## config.mk

```make
export PLATFORM = sky130hd
export DESIGN_NAME = peakFsm
export DESIGN_NICKNAME = d
export VERILOG_FILES = /design/src/hw/peakPkg.sv /design/src/hw/peakFsm.sv
export SDC_FILE = /design/constraint.sdc
export NUM_CORES = 1
export LEC_CHECK = 0
export BUFFER_PORTS_ARGS = -buffer_cell sky130_fd_sc_hd__buf_4
export CAP_MARGIN = 10
export CORE_MARGIN = 2
export CORE_UTILIZATION = 25
export CTS_BUF_LIST = sky130_fd_sc_hd__clkbuf_16
export DETAILED_ROUTE_END_ITERATION = 12
export PLACE_DENSITY_LB_ADDON = 0.05
export SETUP_SLACK_MARGIN = 0.15
export SLEW_MARGIN = 40
export SYNTH_ARGS = -nofsm -noshare
export SYNTH_HDL_FRONTEND = slang
export SYNTH_SLANG_ARGS = --single-unit
```

## constraint.sdc

```tcl
create_clock -name clk50M -period 3.6 [get_ports clk50M]
set_input_delay 0.72 -clock clk50M [delete_from_list [all_inputs] [get_ports clk50M]]
set_output_delay 0.72 -clock clk50M [all_outputs]
set_load 0.05 [all_outputs]
```

## src/hw/peakPkg.sv

```systemverilog
// Sizes, correlation vector and result types, sequencer command and state enum
package peakPkg;

    // Sample and correlation sizes
    localparam int NUM_BITS_SAMPLE = 12;
    localparam int NUM_SAMPLES = 1024;
    localparam int MAX_LAGS = 17;
    localparam int NUM_LAGS = 2 * MAX_LAGS + 1;
    localparam int NUM_XCORRS = 2;
    localparam int NUM_BITS_XCORRS = 2 * NUM_BITS_SAMPLE + $clog2(NUM_SAMPLES);

    // Smallest peak that counts as a detection
    localparam int MIN_XCORR_VAL = 1000;

    // Signed lag covers -MAX_LAGS..+MAX_LAGS
    localparam int LAG_BITS = $clog2(MAX_LAGS + 1) + 1;
    localparam int IDX_BITS = $clog2(NUM_LAGS);

    typedef logic [NUM_BITS_XCORRS-1:0] xcorrValT;

    // Element 0 holds lag -MAX_LAGS
    typedef xcorrValT [NUM_LAGS-1:0] lagVecT;
    typedef lagVecT [NUM_XCORRS-1:0] xcorrBusT;

    typedef logic [IDX_BITS-1:0] lagIdxT;
    typedef logic signed [LAG_BITS-1:0] lagT;

    // One channel's result
    typedef struct packed {
        logic found;
        lagT lag;
    } peakResultT;

    typedef peakResultT [NUM_XCORRS-1:0] peakBusT;

    // Sequencer command, shared by all lanes
    typedef struct packed {
        logic load;
        logic step;
        lagIdxT idx;
        logic finish;
    } scanCtrlT;

    typedef enum logic [1:0] {
        IDLE,
        SCAN,
        DONE
    } peakStateT;

endpackage

```

## src/hw/peakFsm.sv

```systemverilog
// Shared scan sequencer: lag index counter, lane commands and result strobe
`timescale 1ns/1ps

module peakFsm (
    input logic clk50M,
    input logic rstN,
    input logic dataInValid,
    output peakPkg::scanCtrlT scanCtrl,
    output logic dataOutValid
);

    peakPkg::peakStateT state;
    peakPkg::peakStateT nextState;
    peakPkg::lagIdxT idxCnt;
    logic lastIdx;
    logic accept;

    // Strobes are only taken while idle
    assign accept = (state == peakPkg::IDLE) && dataInValid;
    assign lastIdx = (idxCnt == peakPkg::lagIdxT'(peakPkg::NUM_LAGS - 1));

    always_comb begin
        nextState = state;
        case (state)
            peakPkg::IDLE: begin
                if (dataInValid) begin
                    nextState = peakPkg::SCAN;
                end
            end
            peakPkg::SCAN: begin
                if (lastIdx) begin
                    nextState = peakPkg::DONE;
                end
            end
            peakPkg::DONE: begin
                nextState = peakPkg::IDLE;
            end
            default: begin
                nextState = peakPkg::IDLE;
            end
        endcase
    end

    always_ff @(posedge clk50M or negedge rstN) begin
        if (!rstN) begin
            state <= peakPkg::IDLE;
            idxCnt <= '0;
            dataOutValid <= 1'b0;
        end else begin
            state <= nextState;
            if (accept) begin
                idxCnt <= '0;
            end else if (state == peakPkg::SCAN && !lastIdx) begin
                idxCnt <= idxCnt + 1'b1;
            end
            // Result lands in the lanes on the finish edge
            dataOutValid <= scanCtrl.finish;
        end
    end

    // Lane commands
    always_comb begin
        scanCtrl.load = accept;
        scanCtrl.step = (state == peakPkg::SCAN);
        scanCtrl.idx = idxCnt;
        scanCtrl.finish = (state == peakPkg::DONE);
    end

    // One result strobe per accepted vector, never back to back
    assert property (@(posedge clk50M) disable iff (!rstN)
        dataOutValid |=> !dataOutValid)
        else $error("dataOutValid high on two consecutive cycles");

    // Lanes index their vector with idx during step
    assert property (@(posedge clk50M) disable iff (!rstN)
        scanCtrl.step |-> (scanCtrl.idx < peakPkg::NUM_LAGS))
        else $error("Lag index out of range during scan");

endmodule

```

Yosys cells after proc, flatten, opt, wreduce, memory -nomap -nowiden
Cells that the tools add are included.

cells by class
  add/sub/neg operators = 1
  bitwise logic cells = 0
  shift operators = 0
  reductions and logical operators = 6
  divide/modulo/power cells = 0
  $lt $le $gt $ge = 0
  eq/ne operators = 5
  $mul = 0
  muxes and demuxes = 5

operators by type and width
  operator                                                                 number
  6-bit two-way mux                                                        2
  6-bit by 1-bit adder with 6-bit output, second input constant            1
  6-bit equality test, second input constant                               1
  2-bit two-way mux                                                        2
  2-bit one-hot mux with 2 select lines                                    1
  2-bit by 1-bit equality test with 1-bit output, second input constant    1
  2-bit equality test, second input constant                               1
  1-bit logical AND                                                        2
  2-bit zero test                                                          1
  2-bit by 1-bit inequality test with 1-bit output, second input constant  1
  2-bit inequality test, second input constant                             1
  2-bit AND reduction                                                      1
  2-bit nonzero test                                                       1
  1-bit zero test                                                          1

storage, ports and cells
  RAM bits = 0
  word-level logic and storage cells = 20
  input port bits = 3
  memories kept = 0
  bits in latches = 0
  output and inout port bits = 10
  register bits after elaboration = 9
  ROM bits = 0

Logic depth before layout (Yosys ltp)
Gate-level depths: netlist (run 1).

  word-level depth = 5
  depth in mapped cells = 5
  gate-level depth less buffers = 5

Least setup slack after synthesis (run 1)
Ideal clock, no wire load.

  path kind = input-to-output
  start point = input dataInValid
  end point = output scanCtrl[8] (netlist name)
  arrival time = 1.486 ns
  data required time = 2.880 ns
  path slack = 1.394 ns
  stages on the path = 2
  buffers on the path = 1
  cells stage by stage = nor3b_1 -> buf_4

RTL lines
  what             line          text
  start, declared  peakFsm.sv:7  input logic dataInValid,
  end, declared    peakFsm.sv:8  output peakPkg::scanCtrlT scanCtrl,

==> results of run 1 <==
[power groups by stage]
stage | sequential, µW | clock (µW) | combinational (µW)
2_1_floorplan | 271 | 0 | 117
4_1_cts | 190 | 200 | 278
5_1_grt | 199 | 210 | 299
3_3_place_gp | 191 | 0 | 278
6_report | 189 | 196 | 275
3_5_place_dp | 191 | 0 | 276
[registers in the layout, summed over array words and instances (netlist names)]
name          cells
idxCnt            6
state             2
dataOutValid      1
[critical path, cell delays in order]
cell and delay, ns:
buf_4 0.08, nor3b_1 0.19, buf_4 0.19, buf_4 0.20
[layer usage]
layer / up-vias / GRT usage (%) / share of wire, %
met5: - / 0 / 0
met4: 0 / 7.143 / 2.6
met3: 5 / 4.938 / 6.0
met2: 11 / 13.93 / 43
met1: 178 / 13.93 / 48
li1: 207 / - / -
[cells in the mapped netlist (all sizes together)]
master / n / area [µm²]
a21oi: 4 / 23.77
nand2b: 1 / 13.76
nand3b: 1 / 7.510
buf: 2 / 15.01
o21bai: 1 / 7.510
nor4b: 1 / 15.01
or4: 1 / 11.26
ha: 2 / 25.02
dfrtp: 9 / 225.2
nand4bb: 1 / 11.26
nand2: 6 / 22.52
and2b: 1 / 8.760
a211o: 1 / 8.760
or3: 2 / 13.77
nor2: 2 / 7.510
a21o: 1 / 7.510
a221o: 2 / 20.02
nor3b: 2 / 15.01
nand3: 1 / 5.000
o31ai: 1 / 7.510
inv: 2 / 7.510
o21ai: 2 / 10.01
nor3: 2 / 10.01
[stage by stage]
stage / area (µm²) / hold WS [ns] / total power (µW)
6_report: 695.7 / 0.3022 / 660.5
5_1_grt: 695.7 / 0.3058 / 707.6
4_1_cts: 695.7 / 0.3058 / 668.4
3_5_place_dp: 615.6 / 0.5552 / 467.0
3_3_place_gp: 615.6 / 0.5576 / 469.6
2_1_floorplan: 499.2 / 0.4244 / 388.4
[worst max-delay path by stage]
stage,start,to,slack (ns)
5_1_grt,dataInValid,scanCtrl[8],1.45
3_3_place_gp,dataInValid,scanCtrl[8],1.51
2_1_floorplan,dataInValid,scanCtrl[8],1.39
4_1_cts,dataInValid,scanCtrl[8],1.49
3_5_place_dp,dataInValid,scanCtrl[8],1.52
6_report,dataInValid,scanCtrl[8],1.50
[cell type report]
| cell class | count | area (µm²) | area share [%] |
|---|---|---|---|
| multi-input cells | 35 | 251.5 | 36.15 |
| flip-flops and latches | 9 | 225.2 | 32.37 |
| repair buffers | 13 | 97.59 | 14.03 |
| clock buffers | 3 | 75.07 | 10.79 |
| well taps | 27 | 33.78 | 4.856 |
| inverters | 2 | 7.507 | 1.079 |
| clock inverters | 1 | 5.005 | 0.7194 |
[kinds of logic after synthesis]
family / after synthesis / synth area share (%)
buffers and inverters: 4 / 4.511
adders and majority gates: 2 / 5.012
AOI/OAI and AO/OA: 12 / 17.04
and+or+nand+nor: 21 / 28.32
DFF: 9 / 45.11
==> summary.txt, run 1 <==
Run status
  – Status: completed

Yosys
  – Post-synth cell types: 25
  – Flops & latches, synth: 9
  – Synth Area per Inst: 10.40 µm²
  – Post-synthesis net count: 53
  – Cells after Synth: 48
  – Synth warn: 0
  – Synthesized area: ~500 µm²
  – Post-synthesis sequential area ratio: 45.11%

Floorplanning
  – Die width: just under 50 µm
  – Core area: 0.001922 mm²
  – Boundary Pins: 13
  – Die Y: 48.69 µm
  – Starting density of the core: 25.98%
  – Full die area: ~0.0024 mm²
  – Row count: 16

Critical path
  – Critical register-to-register path startpoint: idxCnt[0]
  – Critical path class: input pin to output port
  – Worst Path Required: ~2.9 ns
  – Critical path launch point type: input pin
  – Reg2reg end: idxCnt[1]
  – CP Capture Type: output port
  – Worst Path Arrival: 1.38 ns
  – Crit-path max FO: 6
  – R2R cell count: 5
  – R2r setup slk: ~2 ns

Placed design
  – GP Congestion: around 0.66
  – Port buffer count: 12
  – Dpl hpwl: around 820 µm
  – Pre-CTS setup slack: 1.516 ns
  – Placed Cells: between 80 and 90

Layout
  – Area grow syn2layout: 39.35%
  – # fillers: approximately 220
  – Commonest non-fill, non-tap cell in the layout: buf_4
  – Post-Layout Cell Count: 90
  – Final nets: between 60 and 70
  – N_diodes: 0
  – Layout cells sized above 1: between 30% and 40%
  – Commonest non-fill, non-tap cells in the layout: buf_4, dfrtp_1, nand2_1
  – Util after Layout: approximately 36%

STA
  – Worst Tran Pin Value: roughly 0.27 ns
  – Slew margin rel.: between 80% and 90%
  – Worst setup margin: 1.502 ns
  – Unrepaired setup endpoints after global routing: false
  – Minimum clock period: approximately 2.1 ns
  – Setup TNS: 0 ns
  – FMAX: between 400 and 500 MHz
  – Worst Skew: a little under 0.002 ns
  – Fin. Hold Viols: 0
  – Final setup viols: 0
  – Period utilization: ~58%
  – Slew Limit Fails: 0

Run
  – Max-cap check violation count: 0

Clock tree
  – Post-cts resize count: 0
  – Clk slew on worst S/H paths: around 0.040 ns
  – CTS Buf Count: 3
  – Post-CTS setup buffers: 0
  – Clk_lat worst skew: 0.23 ns
  – CTS root buffer: clkbuf_16
  – H-tree depth: 1
  – CTS tree: done
  – Hold-fix buffers, CTS: 0
  – CTS Buffer Depth: 2
  – Sink Count: 9

Routing
  – Wire per inst: 12.36 µm
  – Antenna-violating nets left: 0
  – Residual DRC: 0
  – Vias/cell: roughly 4.5
  – Routed vias: roughly 400
  – Detailed Route Iter0 Violations: 4
  – Routed WL: around 1100 µm
  – Drt pass-1 iters: 4

Global route
  – Largest net degree at the start of global routing: 10
  – GR Util All Layers: ~11%
  – Vias in the first global route: around 360
  – Initial antenna violation count: 0
  – First-pass GRT wire length: approximately 1800 µm
  – Total gr overflow: 0

Worst hold path
  – Worst hold path type: input pin to asynchronous set/reset pin

Power
  – Combinational share of power: 41.7%
  – Power Density: 949.5 mW/mm²
  – Psw: about 280 µW
  – Sw Ratio: 42.50%
  – Peak supply drop: approximately 340 µV
  – Register share of total power: 28.7%
  – Internal power: 379.8 µW
  – Clock Power Share: 29.7%
  – Static leakage: slightly above 0.0003 µW
Power figures use the tool's default switching activity.
==> run 2: changes to the inputs <==
==> constraint.sdc (replaced) <==
create_clock -name clk50M -period 2 [get_ports clk50M]
set_input_delay 0.4 -clock clk50M [delete_from_list [all_inputs] [get_ports clk50M]]
set_output_delay 0.4 -clock clk50M [all_outputs]
set_load 0.05 [all_outputs]
==> summary.txt, run 2 (synthesis results as in run 1) <==
STA
  – Minimum clock period: roughly 1.7 ns
  – Slew Limit Fails: 0 (unchanged)
  – Final setup viols: 0 (unchanged)
  – Unrepaired setup endpoints after global routing: false
  – Setup TNS: 0 ns (unchanged)
  – Slew margin rel.: 76.57% (-5.2 points)
  – Period utilization: between 80 and 90%
  – Fin. Hold Viols: 0 (unchanged)
  – Worst Skew: 0.001250 ns (-0.0007350 ns)
  – FMAX: about 570 MHz
  – Worst Tran Pin Value: 0.3507 ns (+0.07729 ns)

Clock tree
  – Clk_lat worst skew: 0.23 ns (about the same)
  – CTS Buf Count: 3 (unchanged)
  – CTS Buffer Depth: 2 (unchanged)
  – Hold-fix buffers, CTS: 1 (+1)
  – Post-CTS setup buffers: 0 (unchanged)
  – CTS root buffer: clkbuf_16
  – CTS tree: done
  – Sink Count: 9 (unchanged)
  – Clk slew on worst S/H paths: 0.04 ns (about the same)
  – Post-cts resize count: 0 (unchanged)
  – H-tree depth: 1 (unchanged)

Routing
  – Residual DRC: 0 (unchanged)
  – Vias/cell: 4.681 (+5.1%)
  – Wire per inst: 11.88 µm (-3.9%)
  – Routed WL: 1081 µm (-2.8%)
  – Routed vias: 426 (+6.2%)
  – Detailed Route Iter0 Violations: 7 (+3)
  – Antenna-violating nets left: 0 (unchanged)
  – Drt pass-1 iters: 4 (unchanged)

Layout
  – N_diodes: 0 (unchanged)
  – Largest Register: idxCnt
  – Final nets: 70 (+1.4%)
  – Area grow syn2layout: 41.10%
  – Commonest non-fill, non-tap cell in the layout: buf_4
  – Top Registers: idxCnt x6, state x2, dataOutValid x1
  – Commonest non-fill, non-tap cells in the layout: buf_4, dfrtp_1, nand2_1
  – Layout cells sized above 1: 34.38% (-2.1 points)
  – Max reg flops: 6 (unchanged)

Floorplanning
  – Row count: 16 (unchanged)
  – Die Y: 48.69 µm (unchanged)
  – Starting density of the core: 25.98% (unchanged)
  – Full die area: 0.002370 mm² (unchanged)
  – Core area: 0.001922 mm² (unchanged)
  – Boundary Pins: 13 (unchanged)
  – Die width: 48.69 µm (unchanged)

Critical path
  – Critical path launch point: state[0]
  – R2r setup slk: 0.44 ns (-1.61 ns)
  – Worst Path Arrival: 1.35 ns (-0.03 ns)
  – Reg2reg end: idxCnt[1]
  – Critical register-to-register path startpoint: idxCnt[0]
  – R2R cell count: 5 (unchanged)
  – Critical path destination: scanCtrl[8]
  – Crit-path max FO: 8 (+2)
  – CP Capture Type: output port
  – Critical path class: flop to output port
  – Worst Path Required: 1.60 ns (-1.28 ns)
  – Critical path launch point type: flop

Power
  – Total chip power: 1184 µW (+79%)
  – Static leakage: 0.0003165 µW (+1.8%)
  – Power Density: 1681 mW/mm² (+77%)
  – Peak supply drop: 681.3 µV (+98%)

Global route
  – First-pass GRT wire length: 1869 µm (+2.6%)
  – Largest net degree at the start of global routing: 10 (unchanged)
  – Total gr overflow: 0 (unchanged)
  – Vias in the first global route: 373 (+2.5%)
  – Initial antenna violation count: 0 (unchanged)
  – GR Util All Layers: 10.44% (-0.27 points)

Placed design
  – GP Congestion: 0.6911 (+4.2%)
  – Port buffer count: 12 (unchanged)
  – Dpl hpwl: 806.2 µm (-1.7%)

Run status
  – Status: completed

Run
  – Max-cap check violation count: 0 (unchanged)

Worst hold path
  – Worst hold path type: input pin to asynchronous set/reset pin
-- run 2: metal layers --
metal | up-vias | track usage, % | share of wire, %
li1 | 205 | - | -
met1 | 207 | 13.87 | 45
met2 | 14 | 14.61 | 46
met3 | 0 | 6.481 | 9.1
met4 | 0 | 1.429 | 0
met5 | - | 0 | 0
-- run 2: worst max-delay path, cell delays in order, from the launching register on --
cell and delay (ns):
dfrtp_1 0.47, nor3b_1 0.38, buf_4 0.27
-- run 2: worst min path at each step --
stage	end	slack [ns]
3_5_place_dp	dataOutValid	0.23
3_3_place_gp	dataOutValid	0.23
2_1_floorplan	dataOutValid	0.10
6_report	idxCnt[5]	0.53
4_1_cts	state[0]	0.53
5_1_grt	state[0]	0.55
-- run 2: per-stage QoR --
stage	cells	setup slack (ns)	util (%)	area, µm²	hold WS [ns]
CTS	91	0.2392	36.65	704.4	0.5300
global route	91	0.1578	36.65	704.4	0.5495
floorplan	48	0.2672	-	499.2	0.1044
finish	91	0.2517	36.65	704.4	0.5319
detailed placement	86	0.4549	32.03	615.6	0.2320
global placement	86	0.4656	32.03	615.6	0.2348
-- run 2: power by group --
part	switching [µW]	total (µW)	internal (µW)
registers	98.9	337	238
logic	317	503	185
clock network	83.3	344	261
-- run 2: area by class of cell --
type	count	area, µm²
sequential	9	225.2
inverter	2	7.507
clock buffer	3	75.07
tap	27	33.78
multi-input combinational	35	251.5
fill	210	1217
timing repair buffer	14	107.6
clock inverter	1	3.754
==> run 3: changes to the inputs <==
--- a/config.mk
+++ b/config.mk
@@ -13,7 +13,6 @@
 export DETAILED_ROUTE_END_ITERATION = 12
 export PLACE_DENSITY_LB_ADDON = 0.05
 export SETUP_SLACK_MARGIN = 0.15
-export SLEW_MARGIN = 40
 export SYNTH_ARGS = -nofsm -noshare
 export SYNTH_HDL_FRONTEND = slang
 export SYNTH_SLANG_ARGS = --single-unit
==> constraint.sdc (replaced) <==
create_clock -name clk50M -period 1.49 [get_ports clk50M]
set_input_delay 0.298 -clock clk50M [delete_from_list [all_inputs] [get_ports clk50M]]
set_output_delay 0.298 -clock clk50M [all_outputs]
set_load 0.05 [all_outputs]
==> summary.txt, run 3 (synthesis results as in run 1) <==
Floorplanning
  – Core area: 0.001922 mm² (unchanged)
  – Full die area: 0.002370 mm² (unchanged)
  – Starting density of the core: 25.98% (unchanged)
  – Row count: 16 (unchanged)
  – Boundary Pins: 13 (unchanged)
  – Die Y: 48.69 µm (unchanged)
  – Die width: 48.69 µm (unchanged)

Worst hold path
  – Worst hold path type: input pin to asynchronous set/reset pin

STA
  – FMAX: around 700 MHz
  – Period utilization: between 90% and 100%
  – Worst Hold Slack: 0.4356 ns (-0.09636 ns)
  – Final setup viols: 0 (unchanged)
  – Slew margin rel.: 79.55% (+3.0 points)
  – Worst Skew: 0.0003676 ns (-0.0008827 ns)
  – Minimum clock period: between 1 and 1.5 ns
  – Slew Limit Fails: 0 (unchanged)
  – Unrepaired setup endpoints after global routing: true
  – Fin. Hold Viols: 0 (unchanged)
  – Worst Tran Pin Value: 0.3042 ns (-0.04646 ns)

Layout
  – Final nets: 83 (+19%)
  – N_diodes: 0 (unchanged)
  – Layout cells sized above 1: 66.23% (+32 points)
  – Top Registers: idxCnt x6, state x2, dataOutValid x1
  – Max reg flops: 6 (unchanged)
  – Commonest non-fill, non-tap cells in the layout: buf_4, dfrtp_2, nand2_1
  – Final instance area: 895.9 µm² (+27%)
  – Util after Layout: 46.61% (+10 points)
  – Area grow syn2layout: 79.45%
  – Largest Register: idxCnt
  – Commonest non-fill, non-tap cell in the layout: buf_4

Global route
  – Largest net degree at the start of global routing: 10 (unchanged)
  – GR Util All Layers: 12.74% (+2.3 points)
  – Total gr overflow: 0 (unchanged)
  – Vias in the first global route: 498 (+34%)
  – Initial antenna violation count: 0 (unchanged)
  – First-pass GRT wire length: 2359 µm (+26%)

Critical path
  – Critical path class: flop to output port
  – CP Capture Type: output port
  – Critical path launch point type: flop
  – Crit-path max FO: 5 (-3)
  – Worst Path Arrival: 1.11 ns (-0.24 ns)
  – Critical path launch point: state[0]
  – Worst Path Required: 1.19 ns (-0.41 ns)
  – Critical register-to-register path startpoint: idxCnt[0]

Power
  – Power Density: 2181 mW/mm² (+30%)
  – Static leakage: 0.0003870 µW (+22%)
  – Peak supply drop: 1046 µV (+53%)

Placed design
  – Port buffer count: 12 (unchanged)
  – GP Congestion: 0.7253 (+4.9%)
  – Dpl hpwl: 883.7 µm (+9.6%)
  – Dpl cell area: 654.4 µm² (+6.3%)

Run status
  – Status: completed

Clock tree
  – CTS tree: done
  – CTS Buffer Depth: 2 (unchanged)
  – CTS root buffer: clkbuf_16
  – Clk_lat worst skew: 0.23 ns (about the same)
  – Clk slew on worst S/H paths: 0.04 ns (about the same)
  – CTS Buf Count: 3 (unchanged)
  – Sink Count: 9 (unchanged)
  – H-tree depth: 1 (unchanged)

Routing
  – Wire per inst: 13.93 µm (+17%)
  – Antenna-violating nets left: 0 (unchanged)
  – Routed WL: 1449 µm (+34%)
  – Routed vias: 478 (+12%)
  – Drt pass-1 iters: 2 (-2)
  – Residual DRC: 0 (unchanged)
  – Vias/cell: 4.596 (-1.8%)
  – Detailed Route Iter0 Violations: 1 (-6)

Run
  – Max-cap check violation count: 0 (unchanged)
==> run 3: stage by stage <==
| stage | total power [µW] | std cells | setup TNS, ns | worst slack, ns |
|---|---|---|---|---|
| floorplan | 1015 | 48 | -0.01133 | -0.005667 |
| detailed placement | 1228 | 86 | 0 | 0.01161 |
| global route | 2067 | 104 | 0 | 0.02358 |
| CTS | 1838 | 100 | 0 | 0.06245 |
| finish | 1954 | 104 | 0 | 0.08128 |
| global placement | 1237 | 86 | 0 | 0.05758 |
==> run 3: metal layers <==
layer / routed length (µm) / track usage [%] / vias to the layer above / share of wire, %
met2: 720 / 21.00 / 8 / 50
li1: - / - / 231 / -
met1: 674 / 16.41 / 239 / 47
met4: 0 / 0.4762 / 0 / 0
met3: 54 / 5.247 / 0 / 3.7
met5: 0 / 0 / - / 0
==> run 3: report_power, final <==
part	internal [µW]	switching (µW)	total, µW
logic	460	531	991
clock network	351	117	468
registers	334	161	495
==> run 3: final timing paths <==
kind / slack [ns] / endpoint / cells after the start
max: 0.08 / scanCtrl[8] / 2
min reg2reg: 0.64 / dataOutValid / 1
min: 0.44 / idxCnt[1] / 2
max reg2reg: 0.09 / idxCnt[1] / 5
min in group clk50M: 0.57 / idxCnt[0] / 3
max in group asynchronous: 0.90 / state[1] / 2
==> run 3: cell type report <==
type / instances / area [µm²]
fillers: 193 / 1026
multi-input cells: 35 / 310.3
flip-flops and latches: 9 / 235.2
repair buffers: 27 / 227.7
clock buffers: 3 / 75.07
well taps: 27 / 33.78
inverters: 2 / 10.01
clock inverters: 1 / 3.754
==> run 3: what timing repair did <==
| item | in CTS | in global routing |
|---|---|---|
| setup buffers | 9 | 4 |
| hold endpoints to repair | 9 | 0 |
| pin swaps | 6 | 7 |
| endpoints found under the setup margin | 7 | 10 |
| resized for setup | 11 | 5 |
| hold buffers | 1 | 0 |
==> run 3: critical path, stage by stage (launching register included) <==
cell and delay [ns]:
dfrtp_2 0.45, nor3b_4 0.24, buf_6 0.19
